==> src/hw/icache_pkg.sv <==
`default_nettype none

package icache_pkg;

    parameter int line_words = 8;
    parameter int num_sets = 16;

    // Byte address split as tag, set index, word offset, byte offset
    localparam int off_bits = 5;
    localparam int set_bits = 4;
    localparam int tag_bits = 32 - off_bits - set_bits;

    typedef logic [31:0] addr_t;
    typedef logic [31:0] word_t;
    typedef logic [set_bits-1:0] set_idx_t;
    typedef logic [tag_bits-1:0] tag_t;
    typedef logic [2:0] word_off_t;
    typedef logic [line_words-1:0] word_mask_t;
    typedef word_t [line_words-1:0] line_t;

    // Count is 1 to 8 instructions, all within one line
    typedef struct packed {
        addr_t      start_addr;
        logic [3:0] count;
    } fetch_req_t;

    typedef struct packed {
        line_t      line;
        word_mask_t mask;
        addr_t      start_addr;
    } fetch_resp_t;

    typedef enum logic [2:0] {
        IDLE,
        LOOKUP,
        MISS,
        REFILL,
        RESPOND
    } ctrl_state_t;

    function automatic set_idx_t addr_set(addr_t addr);
        return addr[off_bits +: set_bits];
    endfunction

    function automatic tag_t addr_tag(addr_t addr);
        return addr[31 -: tag_bits];
    endfunction

    function automatic word_off_t addr_off(addr_t addr);
        return addr[off_bits-1:2];
    endfunction

endpackage

`default_nettype wire

==> src/hw/refill_counter.sv <==
`default_nettype none

module refill_counter
    import icache_pkg::*;
(
    input  logic      clk,
    input  logic      rst_n,
    input  logic      clear,
    input  logic      beat,
    output word_off_t beat_idx,
    output logic      last_beat
);

    word_off_t count_q;

    always_ff @(posedge clk or negedge rst_n) begin
        if (!rst_n) begin
            count_q <= '0;
        end else if (clear) begin
            count_q <= '0;
        end else if (beat) begin
            count_q <= count_q + 1'b1;
        end
    end

    // Next word slot of the line
    assign beat_idx = count_q;

    // Final beat of a full line, wraps the count back to zero
    assign last_beat = beat && (count_q == word_off_t'(line_words - 1));

endmodule

`default_nettype wire

==> config.mk <==
export PLATFORM = sky130hd
export DESIGN_NAME = refill_counter
export DESIGN_NICKNAME = d
export VERILOG_FILES = /design/src/hw/icache_pkg.sv /design/src/hw/refill_counter.sv
export SDC_FILE = /design/constraint.sdc
export NUM_CORES = 1
export LEC_CHECK = 0
export ABC_CLOCK_PERIOD_IN_PS = 1550
export BUFFER_PORTS_ARGS = -buffer_cell sky130_fd_sc_hd__buf_2
export CORE_AREA = 3 3 40 42
export DETAILED_ROUTE_END_ITERATION = 8
export DIE_AREA = 0 0 43 45
export PLACE_DENSITY = 0.3
export SETUP_SLACK_MARGIN = 0.5
export SLEW_MARGIN = 20
export SYNTH_ARGS = -nofsm -noshare
export SYNTH_HDL_FRONTEND = slang
export SYNTH_SLANG_ARGS = --single-unit
==> constraint.sdc <==
create_clock -name clk -period 1.55 [get_ports clk]
set_clock_uncertainty 0.1 [all_clocks]
set_input_delay 0.2325 -clock clk [delete_from_list [all_inputs] [get_ports clk]]
set_output_delay 0.2325 -clock clk [all_outputs]
set_load 0.005 [all_outputs]
# Word-level counts from Yosys, hierarchy flattened
# Index checks and enable logic that the tools add are counted.
[op_classes] n_addsub=1 eq_ne=1 n_mux=2 reduce_logical=2
[ops] operator="2-to-1 mux 3 bit" count=2
[ops] operator="adder 3 x 1 -> 3 bit (second input constant)" count=1
[ops] operator="== test 3 bit (second input constant)" count=1
[ops] operator="nonzero test 2 bit" count=1
[ops] operator="logical AND 1 bit" count=1
[totals] ff_bits=3 input_bits=4 output_inout_bits=4

# Longest topological paths before layout
# Gate-level depths: netlist of the first run.
[depth] word_depth=3 mapped_depth=4

# Worst setup path before layout of the first run
# Ideal clock, no wire load.
[synth_timing] path_type="reg-to-output" startpoint="register count_q[0] (netlist: beat_idx[0])" endpoint="output last_beat" arrival_ns=0.918 slack_ns=0.300 stages_incl_launch_ff=4 cell_sequence="dfrtp_1 -> ha_1 -> ha_1 -> and2_2"
[synth_via] elab_chain_len=2
[synth_lines] element="start: declaration" line_no="refill_counter.sv:14" source="word_off_t count_q;"
[synth_lines] element="start signal: assignment" line_no="refill_counter.sv:22" source="count_q <= count_q + 1'b1;"
[synth_lines] element="== test 3 bit" line_no="refill_counter.sv:30" source="assign last_beat = beat && (count_q == word_off_t'(line_words - 1));"
[synth_lines] element="logical AND 1 bit" line_no="refill_counter.sv:30"
[synth_lines] element="end: declaration" line_no="refill_counter.sv:11" source="output logic last_beat"
# No other way between the ends.

# Final worst setup path of the first run
# Same ends and word-level chain as after synthesis.

==> results by group, run 1 <==
Run status
  – Run status: completed

Floorplan
  – Die ar.: 0.00194 sq mm
  – Core area: 0.00128 sq mm
  – Initial Util: 0.115
  – Chip width: ~43 um
  – Top-level I/O count: 8
  – Site Rows: 13
  – Die H: 45 um

Critical path
  – R2R Setup Slk: 0.36 ns
  – Crit start category: flip-flop
  – Worst r2r src: beat_idx[0]$_DFFE_PN0P_
  – Crit Path Class: reg -> out
  – RR Endpoint: beat_idx[0]$_DFFE_PN0P_
  – R2R depth: 5
  – Crit-path max FO: 2
  – Worst EP arrival: 1.18 ns
  – Critical path capture point type: primary output
  – Critical Path RT: 1.22 ns

Worst hold path
  – Class of the worst hold path: in -> reg
  – Min-delay src: clear
  – Hold Path Stages: 2
  – Hold path endpoint: beat_idx[2]$_DFFE_PN0P_

Yosys
  – Synth Register Bits: 3
  – Area share of the largest cell type after synthesis: 0.508
  – Cells after Synth: 12
  – Register area share after synthesis: 0.508
  – Top cells by area, synth: dfrtp_1, ha_1, mux2i_1
  – Unique cell type count in the Yosys netlist: 6
  – Mapped Area: 148 sq um
  – Avg Cell Area, Syn: ~12 sq um
  – Post-synth net total: 18
  – Yosys top cell by area: dfrtp_1
  – Yosys warnings: 0

Routing
  – Total number of vias: 138
  – Post-route ant nets: 0
  – DR WL met2: around 180 um
  – Post-route DRC: 0
  – Met3 wire length: about 34 um
  – Metal-1 WL: around 130 um
  – Detailed Route Iter0 Violations: 0
  – Vias/cell: 3.21
  – DRT Pass-1 Iters: 1
  – WL final: 340 um
  – WL/cell: 7.91 um
  – Top sig layer: met3

CTS
  – CTS buffer count: 3
  – Root Driver: clkbuf_4
  – Reg clk slew, reported paths: 0.04 ns
  – CTS Buffer Depth: 2
  – CTS tree: done
  – H-tree levels: 1
  – Later-pin clock latency in the skew report: around 0.23 ns
  – Clock Sinks: 3

Place
  – Port Buf Inserts: 7
  – DP Cell Count: 34
  – GPL Wtd Cong: 0.598

Finish
  – Area growth syn-to-layout: 113%
  – Commonest non-fill, non-tap cell in the layout: buf_2
  – Fin nets: 35
  – Final Util: 0.244
  – Most frequent cells in the layout: buf_2, buf_6, nor2_1, dfrtp_1, clkbuf_4
  – Flip-flop count of the largest register after layout: 3
  – Share of layout cells above drive strength 1: 0.607
  – # fillers: 144
  – ANT cells: 0
  – Post-route insts no fill: 43

Timing
  – RSZ-0062 raised after global routing: true
  – Final Hold Viols: 0
  – Final Critical Period: 1.51 ns
  – Finish-stage setup viols: 0
  – Setup TNS: 0 ns
  – Final Max Tran Viols: 0
  – Slew Limit Headroom: 0.905
  – Tcrit/Tclk final: 0.973
  – Achievable Freq: 663 MHz
  – Slew @ Worst Pin: between 0.1 and 0.15 ns

Power
  – Pwr/cell area: approximately 890 mW/mm^2
  – Leakage power: 0.157 nW
  – Max VDD drop: between 200 and 250 uV
  – Design Power: around 0.00028 W

Global routing
  – Vias in the first global route: about 150
  – Largest net degree at the start of global routing: 5
  – First-pass GRT wire length: 552 um
  – All-Layer GR Usage: 0.0425
  – Initial antenna violation count: 0
  – Grt total ovfl: 0

Flow run
  – Max cap viols: 0
-- power by group --
group / switching (W) / internal, W / total, W / leakage, nW
clock network: 0.0000375 / 0.0000963 / 0.000134 / 0.0150
logic: 0.0000189 / 0.0000359 / 0.0000548 / 0.101
registers: 0.00000603 / 0.0000843 / 0.0000903 / 0.0404
total: 0.0000624 / 0.000216 / 0.000279 / 0.157
-- per-stage QoR --
stage	area (sq um)	hold WS [ns]	worst slack, ns
2_1_floorplan	164	-0.163	0.368
3_3_place_gp	218	-0.0699	0.258
3_5_place_dp	218	-0.0680	0.254
4_1_cts	285	0.0692	0.0304
5_1_grt	314	0.0846	0.00807
6_report	314	0.0824	0.0420
-- cell families after synthesis --
| logic type | count (synthesis) | synth area share |
|---|---|---|
| and+or+nand+nor | 4 | 0.127 |
| DFF | 3 | 0.508 |
| muxes | 2 | 0.136 |
| adders and majority gates | 2 | 0.169 |
| xor gates and xnor gates | 1 | 0.0593 |
-- metal layers --
metal	vias up	global-route usage
li1	71	-
met1	62	0.0363
met2	5	0.0569
met3	0	0.0199
met4	0	0.0723
met5	-	0
-- synth_stat cells --
| cell | count |
|---|---|
| dfrtp_1 | 3 |
| nor2_1 | 3 |
| ha_1 | 2 |
| mux2i_1 | 2 |
| and2_2 | 1 |
| xnor2_1 | 1 |
-- how the worst max path moves through the flow --
stage | start | endpoint | slack, ns
final | beat_idx[0]$_DFFE_PN0P_ | last_beat | 0.04
after global routing | beat_idx[0]$_DFFE_PN0P_ | last_beat | 0.008
after floorplan | beat_idx[0]$_DFFE_PN0P_ | last_beat | 0.37
after CTS | beat_idx[0]$_DFFE_PN0P_ | last_beat | 0.03
after global placement | beat_idx[0]$_DFFE_PN0P_ | last_beat | 0.26
after detailed placement | beat_idx[0]$_DFFE_PN0P_ | last_beat | 0.25
-- cell type report --
cell class	count	area (sq um)	area share
Multi-Input combinational cell	9	98.8	0.315
Timing Repair Buffer	12	95.1	0.303
Tap cell	15	18.8	0.0598
Clock buffer	4	26.3	0.0837
Sequential cell	3	75.1	0.239
-- repair_timing --
action / in CTS / in global routing
setup buffers: 2 / 2
hold buffers: 1 / 0
hold endpoints to repair: 3 / 0
resized for setup: 2 / 3
pin swaps: 3 / 2
endpoints found under the setup margin: 6 / 6
-- critical path, cell delays in order, from the launching register on --
cell and delay, ns:
dfrtp_1 0.40, ha_4 0.18, ha_4 0.14, and2_4 0.12, buf_6 0.10
(Power assumes the default switching activity.)
==> run 2, diff against run 1 <==
==> constraint.sdc (replaced) <==
create_clock -name clk -period 1.55 [get_ports clk]
set_clock_uncertainty 0.1 [all_clocks]
set_input_delay 0.465 -clock clk [delete_from_list [all_inputs] [get_ports clk]]
set_output_delay 0.465 -clock clk [all_outputs]
set_load 0.005 [all_outputs]
==> results by group, run 2 (synthesis gave the netlist of run 1 again) <==
Critical path
  – Crit path launch: beat_idx[0]$_DFFE_PN0P_
  – Crit start category: flip-flop
  – R2R Setup Slk: between 0.3 and 0.4 ns
  – Crit-path max FO: 2
  – Worst EP arrival: 1.17 ns
  – Critical Path RT: roughly 1 ns
  – Critical path capture point type: primary output
  – RR Endpoint: beat_idx[2]$_DFFE_PN0P_
  – Crit Path Class: reg -> out
  – Worst r2r src: beat_idx[0]$_DFFE_PN0P_
  – R2R depth: 4

Floorplan
  – Site Rows: 13
  – Chip width: ~43 um
  – Top-level I/O count: 8
  – Die H: 45 um
  – Initial Util: 0.115
  – Core area: around 0.0013 sq mm
  – Die ar.: just under 0.002 sq mm

Finish
  – ANT cells: 0
  – Final Util: 0.232
  – Commonest non-fill, non-tap cell in the layout: buf_2
  – Storage element area: ~75 sq um
  – Share of layout cells above drive strength 1: 0.621
  – Flip-flop count of the largest register after layout: 3
  – Most frequent cells in the layout: buf_2, buf_4
  – Area of the multi-input gates: 78.8 sq um
  – # fillers: 145
  – Area growth syn-to-layout: 102%
  – Fin nets: 36

Timing
  – Final Hold Viols: 0
  – Slew @ Worst Pin: around 0.13 ns
  – Setup TNS: -0.186 ns
  – Tcrit/Tclk final: 1.12
  – Worst hold slack: 0.319 ns
  – Final Critical Period: 1.74 ns
  – Worst setup margin: -0.186 ns
  – Slew Limit Headroom: 0.908
  – Final Max Tran Viols: 0
  – Finish-stage setup viols: 1
  – RSZ-0062 raised after global routing: true
  – Achievable Freq: 576 MHz

CTS
  – Reg clk slew, reported paths: 0.04 ns
  – CTS buffer count: 3
  – CTS Buffer Depth: 2
  – CTS tree: done
  – Later-pin clock latency in the skew report: 0.23 ns
  – Clock Sinks: 3
  – Root Driver: clkbuf_4
  – H-tree levels: 1

Routing
  – Vias/cell: about 3.1
  – Total number of vias: 138
  – Post-route DRC: 0
  – Post-route ant nets: 0
  – WL/cell: about 7.6 um
  – DRT Pass-1 Iters: 1
  – WL final: 333 um
  – Detailed Route Iter0 Violations: 0

Run status
  – Run status: finished with violations
  – Failing checks: setup timing

Power
  – Leakage power: 0.160 nW
  – Pwr/cell area: 906 mW/mm^2
  – Max VDD drop: 297 uV

Worst hold path
  – Class of the worst hold path: in -> reg
  – Hold Path Stages: 2
  – Hold path endpoint: beat_idx[1]$_DFFE_PN0P_
  – Min-delay src: clear

Global routing
  – All-Layer GR Usage: 0.0392
  – Largest net degree at the start of global routing: 5
  – Initial antenna violation count: 0
  – Grt total ovfl: 0
  – Vias in the first global route: 144
  – First-pass GRT wire length: slightly above 500 um

Place
  – GPL Wtd Cong: 0.606
  – Port Buf Inserts: 7

Flow run
  – Max cap viols: 0
[run 2: changes by cell type in the layout (fill, tap and decap cells not counted)]
cell	before	now
ha_4	2	0
buf_6	4	3
ha_2	0	2
buf_4	2	4
[run 2: power by group]
part	internal [W]	total (W)	switching, W
registers	0.0000842	0.0000874	0.00000322
logic	0.0000297	0.0000475	0.0000178
clock network	0.0000964	0.000135	0.0000385
[run 2: layout make-up]
class | count | share of cell area
multi-input combinational | 9 | 0.265
sequential | 3 | 0.252
timing repair buffer | 13 | 0.332
clock buffer | 4 | 0.0882
tap | 15 | 0.0630
[run 2: what timing repair did]
item,CTS,global route
hold buffers,1,0
hold endpoints to repair,3,0
resized for setup,3,0
pin swaps,1,0
endpoints found under the setup margin,6,6
buffers inserted,2,2
[run 2: routing by layer]
layer / part of all wire / track usage
met5: 0 / 0
met4: 0 / 0.0542
met3: 0.16 / 0.0159
met2: 0.38 / 0.0479
met1: 0.46 / 0.0437
[run 2: worst max-delay path by stage]
stage	slack, ns	to	depth (start not counted)
6_report	-0.19	last_beat	4
3_5_place_dp	0.03	last_beat	4
2_1_floorplan	0.14	last_beat	3
3_3_place_gp	0.03	last_beat	4
4_1_cts	-0.20	last_beat	4
5_1_grt	-0.22	last_beat	4
[run 2: worst max-delay path, cell delays in order, from the launching register on]
cell     delay [ns]
dfrtp_1        0.37
ha_2           0.18
ha_2           0.15
and2_4         0.13
buf_6          0.10
[run 2: stage by stage]
step	area, sq um	power [W]	std cells	setup WS [ns]
2_1_floorplan	154	0.000102	12	0.140
3_3_place_gp	215	0.000122	35	0.0256
3_5_place_dp	215	0.000122	35	0.0276
4_1_cts	283	0.000276	42	-0.203
5_1_grt	298	0.000285	44	-0.218
6_report	298	0.000270	44	-0.186
==> run 3, diff against run 2 <==
--- a/config.mk
+++ b/config.mk
@@ -5,7 +5,7 @@
 export SDC_FILE = /design/constraint.sdc
 export NUM_CORES = 1
 export LEC_CHECK = 0
-export ABC_CLOCK_PERIOD_IN_PS = 1550
+export ABC_CLOCK_PERIOD_IN_PS = 2150
 export BUFFER_PORTS_ARGS = -buffer_cell sky130_fd_sc_hd__buf_2
 export CORE_AREA = 3 3 40 42
 export DETAILED_ROUTE_END_ITERATION = 8
==> constraint.sdc (replaced) <==
create_clock -name clk -period 2.15 [get_ports clk]
set_clock_uncertainty 0.1 [all_clocks]
set_input_delay 0.645 -clock clk [delete_from_list [all_inputs] [get_ports clk]]
set_output_delay 0.645 -clock clk [all_outputs]
set_load 0.005 [all_outputs]
==> results by group, run 3 (synthesis gave the netlist of run 1 again) <==
Finish
  – Share of layout cells above drive strength 1: 0.600
  – Commonest non-fill, non-tap cell in the layout: buf_2
  – Flip-flop count of the largest register after layout: 3
  – ANT cells: 0
  – Final Util: 0.206
  – Most frequent cells in the layout: buf_2, nor2_1, dfrtp_1, clkbuf_4
  – Area growth syn-to-layout: 79.7%
  – Fin nets: 32
  – Design Area, Final: 265 sq um

Critical path
  – Critical path capture point type: primary output
  – R2R Setup Slk: 0.96 ns
  – CP top delay family: flip-flops
  – Crit Path Class: reg -> out
  – Crit path launch: beat_idx[0]$_DFFE_PN0P_
  – Worst r2r src: beat_idx[0]$_DFFE_PN0P_
  – Crit-path max FO: 2
  – Critical Path RT: approximately 1.4 ns
  – CP Cell Sequence: ha_2 -> ha_4 -> and2_4 -> buf_6
  – Slowest cell on the critical path: dfrtp_1
  – Worst EP arrival: 1.19 ns
  – Slowest stage delay, CP: 0.38 ns
  – Worst path bufs/invs: 1
  – Crit start category: flip-flop

Global routing
  – All-Layer GR Usage: 0.0484
  – GR Util met3: 0.0199
  – Largest net degree at the start of global routing: 5
  – First-pass GRT wire length: between 500 and 600 um
  – Vias in the first global route: 150
  – Met1 Use GR: 0.0484
  – Grt total ovfl: 0
  – Busiest metal layer after global routing: met4
  – Initial antenna violation count: 0
  – Met2 Usage GRT: 0.0539

Routing
  – WL/cell: 8.90 um
  – WL final: 356 um
  – Vias/cell: 3.28
  – Post-route DRC: 0
  – DRT Pass-1 Iters: 2
  – Total number of vias: 131
  – Detailed Route Iter0 Violations: 1
  – Post-route ant nets: 0

Timing
  – Final Max Tran Viols: 0
  – Tcrit/Tclk final: 0.901
  – Slew Limit Headroom: 0.897
  – Achievable Freq: 516 MHz
  – Slew @ Worst Pin: 0.150 ns
  – Worst setup margin: 0.213 ns
  – RSZ-0062 raised after global routing: true
  – Finish-stage setup viols: 0
  – Final Critical Period: about 1.9 ns
  – Final Hold Viols: 0
  – Setup TNS: 0 ns
  – Worst hold slack: roughly 0.10 ns

CTS
  – CTS tree: done
  – CTS Buffer Depth: 2
  – H-tree levels: 1
  – Root Driver: clkbuf_4
  – Later-pin clock latency in the skew report: 0.23 ns
  – Clock Sinks: 3
  – CTS buffer count: 3
  – Hold-fix buffers, CTS: 0
  – Reg clk slew, reported paths: 0.04 ns

Power
  – Leakage power: between 0.1 and 0.15 nW
  – Pwr/cell area: 713 mW/mm^2
  – Max VDD drop: 248 uV

Floorplan
  – Site Rows: 13
  – Top-level I/O count: 8
  – Die H: 45 um
  – Die ar.: 0.00194 sq mm
  – Initial Util: 0.115
  – Core area: 0.00128 sq mm
  – Chip width: 43 um

Place
  – DP Worst Slack: 0.321 ns
  – GPL Wtd Cong: 0.637
  – Post-DP Area: 204 sq um
  – Port Buf Inserts: 7

Worst hold path
  – Class of the worst hold path: in -> async

Flow run
  – Max cap viols: 0

Run status
  – Run status: completed
==> run 3: timing repair <==
item	in CTS	in global routing
pin swaps	1	1
endpoints found under the setup margin	1	3
buffers inserted	2	0
resized for setup	3	1
hold endpoints to repair	0	0
==> run 3: layout make-up <==
cell class | instances | area, sq um
Fill cell | 145 | 1020
Multi-Input combinational cell | 9 | 88.8
Sequential cell | 3 | 75.1
Timing Repair Buffer | 9 | 56.3
Clock buffer | 4 | 26.3
Tap cell | 15 | 18.8
==> run 3: metrics by stage <==
step | cells | power, W
after floorplan | 12 | 0.0000738
after global placement | 34 | 0.0000849
after detailed placement | 34 | 0.0000854
after CTS | 40 | 0.000195
after global routing | 40 | 0.000201
final | 40 | 0.000189
==> run 3: worst register-to-register path: cells and delay by family, from the launching register on <==
kind                     cells  cell delay (ns)
adder cells (fa/ha/maj)      2             0.40
flip-flops                   1             0.38
multiplexers                 1             0.14
AND/OR/NAND/NOR              1             0.05
==> run 3: power by group <==
part / switching, W / internal, W
logic: 0.0000122 / 0.0000152
registers: 0.00000297 / 0.0000607
clock network: 0.0000286 / 0.0000695
total: 0.0000438 / 0.000145
==> run 3: worst paths after layout <==
check                                           to  cells past startpoint
max in group asynchronous  beat_idx[1]$_DFFE_PN0P_                      1
min reg2reg                beat_idx[2]$_DFFE_PN0P_                      2
max reg2reg                beat_idx[2]$_DFFE_PN0P_                      4
max                                      last_beat                      4
min in group clk           beat_idx[0]$_DFFE_PN0P_                      2
min                        beat_idx[2]$_DFFE_PN0P_                      1
==> run 3: layer usage <==
metal | part of all wire | vias to the layer above
met5 | 0 | -
met4 | 0 | 0
met3 | 0.16 | 0
met2 | 0.36 | 8
met1 | 0.48 | 56
li1 | - | 67
