<file path="config.mk">
export PLATFORM = sky130hd
export DESIGN_NAME = icache_ctrl
export DESIGN_NICKNAME = d
export VERILOG_FILES = /design/src/hw/icache_pkg.sv /design/src/hw/icache_ctrl.sv
export SDC_FILE = /design/constraint.sdc
export NUM_CORES = 1
export LEC_CHECK = 0
export ABC_CLOCK_PERIOD_IN_PS = 7900
export BUFFER_PORTS_ARGS = -buffer_cell sky130_fd_sc_hd__buf_2
export CORE_AREA = 4 4 386 388
export CTS_CLUSTER_DIAMETER = 30
export DETAILED_ROUTE_END_ITERATION = 8
export DIE_AREA = 0 0 390 392
export PLACE_DENSITY = 0.41
export SYNTH_ARGS = -nofsm -noshare
export SYNTH_HDL_FRONTEND = slang
export SYNTH_SLANG_ARGS = --single-unit
</file>
<file path="constraint.sdc">
create_clock -name clk -period 7.9 [get_ports clk]
set_input_delay 0.395 -clock clk [delete_from_list [all_inputs] [get_ports clk]]
set_output_delay 0.395 -clock clk [all_outputs]
set_load 0.02 [all_outputs]
</file>
<file path="src/hw/icache_pkg.sv">
`default_nettype none

package icache_pkg;

    parameter int line_words = 8;
    parameter int num_sets = 16;

    // Byte address split as tag, set index, word offset, byte offset
    localparam int off_bits = 5;
    localparam int set_bits = 4;
    localparam int tag_bits = 32 - off_bits - set_bits;

    typedef logic [31:0] addr_t;
    typedef logic [31:0] word_t;
    typedef logic [set_bits-1:0] set_idx_t;
    typedef logic [tag_bits-1:0] tag_t;
    typedef logic [2:0] word_off_t;
    typedef logic [line_words-1:0] word_mask_t;
    typedef word_t [line_words-1:0] line_t;

    // Count is 1 to 8 instructions, all within one line
    typedef struct packed {
        addr_t      start_addr;
        logic [3:0] count;
    } fetch_req_t;

    typedef struct packed {
        line_t      line;
        word_mask_t mask;
        addr_t      start_addr;
    } fetch_resp_t;

    typedef enum logic [2:0] {
        IDLE,
        LOOKUP,
        MISS,
        REFILL,
        RESPOND
    } ctrl_state_t;

    function automatic set_idx_t addr_set(addr_t addr);
        return addr[off_bits +: set_bits];
    endfunction

    function automatic tag_t addr_tag(addr_t addr);
        return addr[31 -: tag_bits];
    endfunction

    function automatic word_off_t addr_off(addr_t addr);
        return addr[off_bits-1:2];
    endfunction

endpackage

`default_nettype wire

</file>
<file path="src/hw/icache_ctrl.sv">
`default_nettype none

module icache_ctrl
    import icache_pkg::*;
#(
    parameter int num_sets = icache_pkg::num_sets
) (
    input  logic        clk,
    input  logic        rst_n,
    input  logic        req_en,
    input  fetch_req_t  req,
    output logic        req_ready,
    input  logic        flush,
    input  logic        stall,
    output logic        resp_valid,
    output fetch_resp_t resp,
    output logic        mem_req,
    output addr_t       mem_addr,
    input  logic        mem_ready,
    input  logic        mem_valid,
    input  word_t       mem_data,
    input  logic        mem_last,
    output logic        rd_en,
    output set_idx_t    rd_set,
    output tag_t        rd_tag,
    input  logic [1:0]  hit,
    input  logic        hit_way,
    input  line_t       rd_line,
    input  logic        victim_way,
    output logic        wr_en,
    output logic        wr_way,
    output set_idx_t    wr_set,
    output tag_t        wr_tag,
    output line_t       wr_line,
    output logic        clear,
    output logic        beat,
    input  word_off_t   beat_idx,
    input  logic        last_beat
);

    typedef struct packed {
        line_t line;
        logic  way;
        logic  flushed;
    } miss_buf_t;

    ctrl_state_t state_q;
    ctrl_state_t state_next;
    fetch_req_t  req_q;
    miss_buf_t   miss_q;

    logic      lookup_hit;
    logic      lookup_hold;
    logic      accept;
    logic      refill_done;
    word_off_t start_off;
    line_t     src_line;
    line_t     fill_line;

    // Set index width is fixed by the address split
    if (num_sets != (1 << $bits(set_idx_t))) begin : g_sets_check
        $error("icache_ctrl: num_sets does not match the set index width");
    end

    assign lookup_hit  = (state_q == LOOKUP) && hit[hit_way];
    assign lookup_hold = lookup_hit && stall;
    assign req_ready   = (state_q == IDLE) || (lookup_hit && !stall && !flush);
    assign accept      = req_en && req_ready;

    // Re-read the buffered block while a hit is stalled
    assign rd_en  = accept || lookup_hold;
    assign rd_set = accept ? addr_set(req.start_addr) : addr_set(req_q.start_addr);
    assign rd_tag = accept ? addr_tag(req.start_addr) : addr_tag(req_q.start_addr);

    assign mem_req     = (state_q == MISS);
    assign mem_addr    = {req_q.start_addr[31:off_bits], {off_bits{1'b0}}};
    assign clear       = (state_q == MISS);
    assign beat        = (state_q == REFILL) && mem_valid;
    assign refill_done = beat && mem_last;

    // Last word goes straight into the array write
    always_comb begin
        fill_line           = miss_q.line;
        fill_line[beat_idx] = mem_data;
    end

    assign wr_en   = last_beat;
    assign wr_way  = miss_q.way;
    assign wr_set  = addr_set(req_q.start_addr);
    assign wr_tag  = addr_tag(req_q.start_addr);
    assign wr_line = fill_line;

    always_comb begin
        state_next = state_q;
        case (state_q)
            IDLE: begin
                if (accept) begin
                    state_next = LOOKUP;
                end
            end
            LOOKUP: begin
                if (flush) begin
                    state_next = IDLE;
                end else if (!lookup_hit) begin
                    state_next = MISS;
                end else if (!stall && !accept) begin
                    state_next = IDLE;
                end
            end
            MISS: begin
                if (mem_ready) begin
                    state_next = REFILL;
                end
            end
            REFILL: begin
                if (refill_done) begin
                    state_next = (miss_q.flushed || flush) ? IDLE : RESPOND;
                end
            end
            RESPOND: begin
                if (flush || !stall) begin
                    state_next = IDLE;
                end
            end
            default: state_next = IDLE;
        endcase
    end

    always_ff @(posedge clk or negedge rst_n) begin
        if (!rst_n) begin
            state_q <= IDLE;
            miss_q  <= '0;
        end else begin
            state_q <= state_next;
            if (state_q == LOOKUP && state_next == MISS) begin
                miss_q.way     <= victim_way;
                miss_q.flushed <= 1'b0;
            end else if (flush && (state_q == MISS || state_q == REFILL)) begin
                // Burst keeps going, only the response is dropped
                miss_q.flushed <= 1'b1;
            end
            if (beat) begin
                miss_q.line[beat_idx] <= mem_data;
            end
        end
    end

    always_ff @(posedge clk) begin
        if (accept) begin
            req_q <= req;
        end
    end

    assign start_off = addr_off(req_q.start_addr);
    assign src_line  = (state_q == RESPOND) ? miss_q.line : rd_line;

    // Rotate so that word 0 is the start word
    always_comb begin
        for (int i = 0; i < line_words; i++) begin
            resp.line[i] = src_line[start_off + word_off_t'(i)];
        end
        resp.mask       = word_mask_t'((9'd1 << req_q.count) - 9'd1);
        resp.start_addr = req_q.start_addr;
    end

    assign resp_valid = lookup_hit || (state_q == RESPOND);

endmodule

`default_nettype wire

</file>
Word-level counts from Yosys, hierarchy flattened --
Index checks and enable logic that the tools add are counted.
Storage, ports and cells: bits in registers 297, input bits 340, output and inout port bits 646
Cells by class: add/sub/neg operators 8, magnitude comparators 11, equality and inequality tests 5, shift-type cells 1, muxes and demuxes 35, reduce and logical (&&, ||, !) cells 22
Operator list (count):
- $bmux 32 s3 | 8
- $mux 32 | 9
- $bwmux 256 | 1
- $mux 256 | 1
- $demux 32 s3 | 1
- $lt 3x4->1 const B | 9
- $mux 3 | 8
- $mux 23 | 1
- $pmux 3 s5 | 1
- $add 3x3->3 const B | 4
- $logic_and 1x1->1 | 11
- $eq 3x2->1 const B | 3
- $shl 1x4->8 const A | 1
- $sub 8x1->8 const B | 1
- $add 3x2->3 const B | 2
- $logic_or 1x1->1 | 6
- $mux 1 | 4
- $mux 4 | 1
- $add 3x1->3 const B | 1
- $eq 3x1->1 const B | 1
- $eq 3x3->1 const B | 1
- $ge 3x1->1 const B | 1
- $logic_not 1->1 | 3
- $logic_not 3->1 | 1
- 2 further kinds | 2

Depth between registers and ports, before layout --
Gate-level depths: netlist of run 1.
depth in word-level cells 16, depth in mapped cells 9

Worst setup path after synthesis of run 1 --
Ideal clock, no wire load.
kind reg2out, start reg req_q (netlist bit resp[2]), end out resp[138] (netlist name), arrival time 2.470 ns, setup slack 5.035 ns, stages on the path, launching flop included 9, path buffers 3, path through edfxtp_1 buf_2 clkinv_1 ha_1 clkbuf_1 buf_2 mux4_2 a22oi_1 nand2_1
RTL lines:
- from (decl) | RTL line icache_ctrl.sv:49 | fetch_req_t req_q;
- from (signal assigned) | RTL line icache_ctrl.sv:150 | req_q <= req;
- to (decl) | RTL line icache_ctrl.sv:16 | output fetch_resp_t resp,

==> Flow_metrics.wiki, run 1 <==
{| class="wikitable"
! Metric !! Value
|-
| Setup slack after layout || 2050 ps
|-
| Final Setup Violations || 0
|-
| Global placer's final weighted congestion || 0.915
|-
| Minimum clock period after layout || 5850 ps
|-
| Tightest Pin Transition || 1300 ps
|-
| Area fraction of the dominant cell type after synthesis || 29.2%
|-
| Post-layout utilization of the core || 27.7%
|-
| Largest net degree at the start of global routing || 144
|-
| Placed Instance Area || 35600 um^2
|-
| Initial detailed-routing violation count || 2979
|-
| Root buffer cell || sky130_fd_sc_hd__clkbuf_16
|-
| Primary FF master, synth || sky130_fd_sc_hd__dfrtp_1
|-
| Critical path peak fanout || 143
|-
| Setup repair after global routing missed its margin || false
|-
| Post-synthesis adder-cell area fraction || 0.127%
|-
| Max-slew violations || 0
|-
| Effective utilization at floorplan || 20.4%
|-
| CTS tree || yes
|-
| Tot GR Track Use || 21.8%
|-
| Launching point of the worst reg2reg path || state_q[1]
|-
| Number of clock sinks || 297
|-
| Seq/Total Area, Yosys || 25.7%
|-
| Cell type contributing the most total cell area after synthesis || sky130_fd_sc_hd__mux4_2
|-
| Fraction of layout instances using a drive strength above 1 || 49.0%
|-
| YS warnings || 0
|-
| Maximum level of the CTS H-tree || 4
|-
| Mean cell area of the mapped netlist || 10.0 um^2
|-
| Min-Delay Path Class || in -> reg
|-
| Critical path start-end classification || reg -> out
|-
| Number of buffers inserted by port buffering || 978
|-
| Achievable clock frequency || 171 MHz
|-
| Number of distinct library cells after synthesis || 36
|-
| Count of flip-flops with a built-in enable after synthesis || 36
|-
| Clock Latency Late Sink || 770 ps
|-
| Worst Setup SP || resp[2]
|-
| Number of cells traversed by the worst register-to-register path || 6
|-
| Count of unresolved DRC violations after routing || 0
|-
| Leading cell types by count after synthesis || 1028 x sky130_fd_sc_hd__nand2_1, 513 x sky130_fd_sc_hd__a22oi_1, 384 x sky130_fd_sc_hd__mux4_2, 285 x sky130_fd_sc_hd__mux2_2, 261 x sky130_fd_sc_hd__dfrtp_1
|-
| Area growth from synthesis to layout || 36.2%
|-
| Number of buffers between clock root and the deepest sink || 3
|-
| # IOs || 986
|-
| Setup total negative slack || 0 ps
|-
| Leak || 18.4 nW
|-
| CTS clock-pin slew for the worst setup and hold paths || 40 ps
|-
| Clock Skew || 34.1 ps
|-
| Count leader, synth || sky130_fd_sc_hd__nand2_1
|-
| Post-cts sizing count || 0
|-
| Fraction of synthesis flops using an asynchronous set or reset pin || 87.9%
|-
| Final ANT Viol Nets || 0
|-
| Total Die Area || 153000 um^2
|-
| Floorplan core area || 145000 um^2
|-
| Number of antenna violations at the first check in global routing || 46
|-
| Total of max-cap violations || 0
|-
| Die width || 390 um
|-
| Global-route congestion overflow total || 0
|-
| Fin nets || 4145
|-
| Post-synthesis cell count || 2953
|-
| Run status || finished, final reports clean
|-
| Reg-to-reg setup timing slack || 5050 ps
|-
| Avg Vias per Cell || 5.35
|-
| Top cells by area in the synthesized netlist || sky130_fd_sc_hd__mux4_2 29%, sky130_fd_sc_hd__dfrtp_1 22%, sky130_fd_sc_hd__nand2_1 13%, sky130_fd_sc_hd__a22oi_1 13%, sky130_fd_sc_hd__mux2_2 11%
|-
| Synthesized flop and latch total || 297
|-
| Mean routed wirelength per cell || 30.0 um
|-
| Data arrival time of the critical path || 5460 ps
|-
| Final number of hold-violating endpoints || 0
|-
| Simple-Gate Fraction of Synth Area || 13.9%
|-
| Main combinational cell family by area after synthesis || multiplexers
|-
| Pwr Density || 383 nW/um^2
|-
| FF-to-FF End || miss_q[58]
|-
| Category of the worst setup path launch point || flip-flop
|-
| Via count of the first global-routing pass || 30203
|-
| Required time reported for the critical path endpoint || 7510 ps
|-
| Synthesized-area fraction occupied by xor and xnor cells || 0.148%
|-
| Fraction of synthesized area in multiplexers || 40.1%
|-
| Filler cell count in the final layout || 15505
|-
| Floorplan die height || 392 um
|-
| Number of detailed-route iterations in the first pass || 5
|-
| Max_slew headroom || 13.1%
|-
| Kind of end point of the critical path || output pin
|-
| Compound-cell area share of the yosys netlist || 13.3%
|-
| Number of clock buffers inserted by TritonCTS || 134
|-
| Wire length of the first global-routing pass || 241000 um
|-
| Routed via count || 31254
|-
| Worst IR drop on VDD || 192 uV
|-
| Placement row count || 140
|-
| Post-DP HPWL || 129000 um
|-
| Routed wire length || 175000 um
|-
| Synthesized area || 29600 um^2
|-
| Period Utilization, post-route || 74.1%
|-
| Setup Slack @ Placement || 2850 ps
|-
| Worst setup path end || resp[280]
|-
| Design Area, Final || 40300 um^2
|}
worst min path at each step:
| stage | depth (start not counted) | slack [ps] | start | to |
|---|---|---|---|---|
| floorplan | 0 | 100 | rst_n | miss_q[0] |
| finish | 3 | 90 | mem_last | state_q[1] |
| global route | 3 | 70 | mem_last | state_q[1] |
| CTS | 3 | 10 | mem_last | state_q[1] |
| detailed placement | 1 | 490 | rst_n | miss_q[151] |
| global placement | 1 | 490 | rst_n | miss_q[151] |
kinds of logic (layout without fill, tap and decap cells):
family	count (synthesis)	after routing
simple gates	1072	1072
buf+inv	378	1323
mux	670	670
xor+xnor	5	5
other cells	1	31
flops	297	297
fa+ha+maj	3	3
compound gates	527	527
layout by cell type (no fill, tap or decap), drive strengths merged, types with 18 or more instances in the layout:
cell         count
buf           1036
nand2         1028
a22oi          513
mux4           384
mux2           285
dfrtp          261
clkbuf         212
dlygate4sd3     45
edfxtp          36
diode           26
nor2            18
where the power goes:
part	internal, mW	switching (mW)
clock	3.36	1.43
combinational	2.51	5.17
sequential	2.14	0.841
routing by layer:
layer	track usage (%)	share of wire, %
met5	0	0.074
met2	34.0	46
met3	8.32	11
met4	7.94	3.2
met1	27.5	40
critical path, stage by stage, from the launching register on:
cell and delay (ps):
sky130_fd_sc_hd__edfxtp_1 310, sky130_fd_sc_hd__buf_4 770, sky130_fd_sc_hd__clkinv_1 700, sky130_fd_sc_hd__ha_4 930
sky130_fd_sc_hd__buf_12 470, sky130_fd_sc_hd__mux4_2 440, sky130_fd_sc_hd__a22oi_1 210, sky130_fd_sc_hd__nand2_1 190
sky130_fd_sc_hd__buf_2 210
state kept, by name, summed over array words and instances, names as in the netlist:
register and count:
wr_way 1, resp 5, req_q 4, state_q 3
mem_addr 27, miss_q 257
final cells by class:
| class | instances | area [um^2] | area share (%) |
|---|---|---|---|
| multi-input combinational | 2282 | 20200 | 50.0 |
| timing repair buffer | 1081 | 5870 | 14.5 |
| clock buffer | 212 | 3940 | 9.76 |
| clock inverter | 24 | 265 | 0.658 |
| tap | 1917 | 2400 | 5.95 |
| inverter | 6 | 30.0 | 0.0745 |
| antenna | 26 | 65.1 | 0.161 |
| sequential | 297 | 7610 | 18.9 |
through the flow:
step                      power [mW]  hold WS, ps  instances
after global routing            16.2         74.8       5830
after floorplan                 7.38         99.4       2957
final                           15.5         94.7       5845
after CTS                       15.5         13.5       5819
after detailed placement        10.6          485       5538
after global placement          10.6          488       5538
what timing repair did:
| action | in CTS | in global routing |
|---|---|---|
| hold buffers | 45 | 0 |
| hold endpoints to repair | 122 | 0 |
| setup buffers | 0 | 0 |
Note: power is estimated with default switching activity, not from simulation.
==> run 2: changes to the inputs <==
Settings changed: ABC_CLOCK_PERIOD_IN_PS 7900 to 5000, CORE_AREA 4 4 386 388 to 4 4 381 383, DIE_AREA 0 0 390 392 to 0 0 385 387, PLACE_DENSITY 0.41 to 0.43.
Clock period 7.9 ns to 5 ns, I/O delays scaled along.
==> Flow_metrics.wiki, run 2 (synthesis gave the netlist of run 1 again) <==
{| class="wikitable"
! Metric !! Value
|-
| Number of clock buffers inserted by TritonCTS || 116 (was 134)
|-
| Setup slack after layout || 928 ps (was 2050 ps)
|-
| Register with the most flip-flops || miss_q (unchanged)
|-
| Post-DP HPWL || 128000 um (was 129000 um)
|-
| Placed Instance Area || 36000 um^2 (was 35600 um^2)
|-
| Final ANT Viol Nets || 0 (unchanged)
|-
| Run status || finished, final reports clean (unchanged)
|-
| Min-Delay Path Class || in -> async (was in -> reg)
|-
| Global placer's final weighted congestion || 0.905 (was 0.915)
|-
| Die width || 385 um (was 390 um)
|-
| Minimum clock period after layout || 4070 ps
|-
| Leak || 18.7 nW (was 18.4 nW)
|-
| Initial detailed-routing violation count || 3538 (was 2979)
|-
| Number of buffers inserted by port buffering || 978 (unchanged)
|-
| Maximum level of the CTS H-tree || 3 (was 4)
|-
| Placement row count || 138 (was 140)
|-
| Total Die Area || 149000 um^2 (was 153000 um^2)
|-
| Max_slew headroom || 19.5% (was 13.1%)
|-
| Largest net degree at the start of global routing || 135 (was 144)
|-
| Final number of hold-violating endpoints || 0 (unchanged)
|-
| Data arrival time of the critical path || 3820 ps (was 5460 ps)
|-
| Pwr Density || 587 nW/um^2 (was 383 nW/um^2)
|-
| Setup repair after global routing missed its margin || false (unchanged)
|-
| Number of clock sinks || 297 (unchanged)
|-
| Design Area, Final || 40600 um^2 (was 40300 um^2)
|-
| Global-route congestion overflow total || 0 (unchanged)
|-
| Category of the worst setup path launch point || flip-flop (unchanged)
|-
| Critical path peak fanout || 50 (was 143)
|-
| Number of antenna violations at the first check in global routing || 42 (was 46)
|-
| Global-route track usage on met1 || 28.6% (was 27.5%)
|-
| Number of detailed-route iterations in the first pass || 6 (was 5)
|-
| Hold bufs inserted after CTS || 74 (was 45)
|-
| Number of buffers between clock root and the deepest sink || 3 (unchanged)
|-
| Final Setup Violations || 0 (unchanged)
|-
| Sw Ratio || 48.3% (was 48.1%)
|-
| Tot GR Track Use || 22.2% (was 21.8%)
|-
| Cell Int Power || 12.3 mW (was 8.02 mW)
|-
| Setup Slack @ Placement || 1620 ps (was 2850 ps)
|-
| Worst IR drop on VDD || 352 uV (was 192 uV)
|-
| Count of unresolved DRC violations after routing || 0 (unchanged)
|-
| Via count of the first global-routing pass || 30142 (was 30203)
|-
| Clk pwr share || 28.8% (was 31.0%)
|-
| Period Utilization, post-route || 81.4%
|-
| # IOs || 986 (unchanged)
|-
| Setup total negative slack || 0 ps (unchanged)
|-
| Wire length of the first global-routing pass || 240000 um (was 241000 um)
|-
| DP Cell Count || 5540 (was 5538)
|-
| Most frequent cells in the layout || 1028 x sky130_fd_sc_hd__nand2_1, 977 x sky130_fd_sc_hd__buf_2, 513 x sky130_fd_sc_hd__a22oi_1 (unchanged)
|-
| Max FFs per register || 257 (unchanged)
|-
| Fraction of layout instances using a drive strength above 1 || 49.3% (was 49.0%)
|-
| Achievable clock frequency || 246 MHz
|-
| GR Util met3 || 7.89% (was 8.32%)
|-
| Max-slew violations || 0 (unchanged)
|-
| Avg Vias per Cell || 5.39 (was 5.35)
|-
| Effective utilization at floorplan || 20.9% (was 20.4%)
|-
| Floorplan core area || 141000 um^2 (was 145000 um^2)
|-
| Kind of end point of the critical path || output pin (unchanged)
|-
| Fin nets || 4185 (was 4145)
|-
| Mean routed wirelength per cell || 29.6 um (was 30.0 um)
|-
| Total of max-cap violations || 0 (unchanged)
|-
| Required time reported for the critical path endpoint || 4750 ps (was 7510 ps)
|-
| CTS tree || yes (unchanged)
|-
| Clock Skew || 22.7 ps (was 34.1 ps)
|-
| Met2 global-route usage || 33.8% (was 34.0%)
|-
| Share of total power in combinational logic || 51.7% (was 49.7%)
|-
| Most common cell after layout, fill and taps aside || sky130_fd_sc_hd__nand2_1 (unchanged)
|-
| Post-CTS setup buffers || 0 (unchanged)
|-
| Clock Latency Late Sink || 710 ps (was 770 ps)
|-
| Sw Pwr || 11.5 mW (was 7.44 mW)
|-
| Sum of internal, switching and leakage power || 23.8 mW (was 15.5 mW)
|-
| Critical path start-end classification || reg -> out (unchanged)
|-
| Sequential share of power || 19.5% (was 19.3%)
|-
| Root buffer cell || sky130_fd_sc_hd__clkbuf_16 (unchanged)
|-
| CTS clock-pin slew for the worst setup and hold paths || 40 ps (about the same)
|-
| Floorplan die height || 387 um (was 392 um)
|-
| Tightest Pin Transition || 1200 ps (was 1300 ps)
|-
| Worst hold margin || 61.5 ps (was 94.7 ps)
|-
| Post-Layout Cell Count || 5855 (was 5845)
|-
| Routed via count || 31587 (was 31254)
|-
| Post-layout utilization of the core || 28.7% (was 27.7%)
|-
| Area growth from synthesis to layout || 37.2% (was 36.2%)
|-
| Post-cts sizing count || 0 (unchanged)
|-
| Routed wire length || 173000 um (was 175000 um)
|-
| GRT Max-Usage Layer || met2 (unchanged)
|}
[run 2: cell count changes in the layout (fill, tap and decap cells not counted)]
cell	previous run	this run
sky130_fd_sc_hd__dlygate4sd3_1	45	74
sky130_fd_sc_hd__clkinv_2	8	25
sky130_fd_sc_hd__clkbuf_1	50	25
sky130_fd_sc_hd__clkinv_8	3	1
sky130_fd_sc_hd__buf_12	6	22
sky130_fd_sc_hd__inv_6	4	0
sky130_fd_sc_hd__buf_4	52	65
sky130_fd_sc_hd__clkbuf_8	27	38
sky130_fd_sc_hd__clkinv_1	4	6
sky130_fd_sc_hd__diode_2	26	25
sky130_fd_sc_hd__clkbuf_16	135	121
sky130_fd_sc_hd__inv_16	5	0
[run 2: cell type report]
class                           instances  area, um^2
Fill cell                           14882      101000
Multi-Input combinational cell       2282       20200
Sequential cell                       297        7610
Timing Repair Buffer                 1139        6570
Clock buffer                          184        3640
Tap cell                             1890        2360
Clock inverter                         32         190
Antenna cell                           25        62.6
Inverter                                6        30.0
[run 2: per-layer routing]
layer	vias up	part of all wire, %	wire length (um)
met3	374	11	19300
met4	24	4.2	7370
met2	1983	44	76900
li1	13021	-	-
met5	-	0.095	165
met1	16185	40	69600
[run 2: power by group through the flow]
stage / logic (mW) / clock network [mW] / registers [mW]
2_1_floorplan: 7.55 / 0 / 4.11
3_3_place_gp: 12.2 / 0 / 4.62
3_5_place_dp: 12.2 / 0 / 4.64
4_1_cts: 12.3 / 7.01 / 4.62
5_1_grt: 13.0 / 7.16 / 4.81
6_report: 12.3 / 6.87 / 4.65
[run 2: path summary, 6_finish.rpt]
path | startpoint | endpoint | slack, ps | cells after the start
setup / recovery | resp[2] | resp[135] | 930 | 6
hold / removal | rst_n | miss_q[120] | 60 | 2
setup reg to reg | state_q[1] | miss_q[145] | 2330 | 6
hold reg to reg | miss_q[163] | miss_q[163] | 540 | 2
max in group asynchronous | rst_n | miss_q[201] | 3650 | 3
min in group clk | mem_data[1] | miss_q[195] | 90 | 4
[run 2: critical path, stage by stage (launching register included)]
cell and delay, ps:
sky130_fd_sc_hd__edfxtp_1 340, sky130_fd_sc_hd__buf_4 540, sky130_fd_sc_hd__buf_4 730, sky130_fd_sc_hd__mux4_2 760, sky130_fd_sc_hd__a22oi_1 250, sky130_fd_sc_hd__nand2_1 210
sky130_fd_sc_hd__buf_2 230
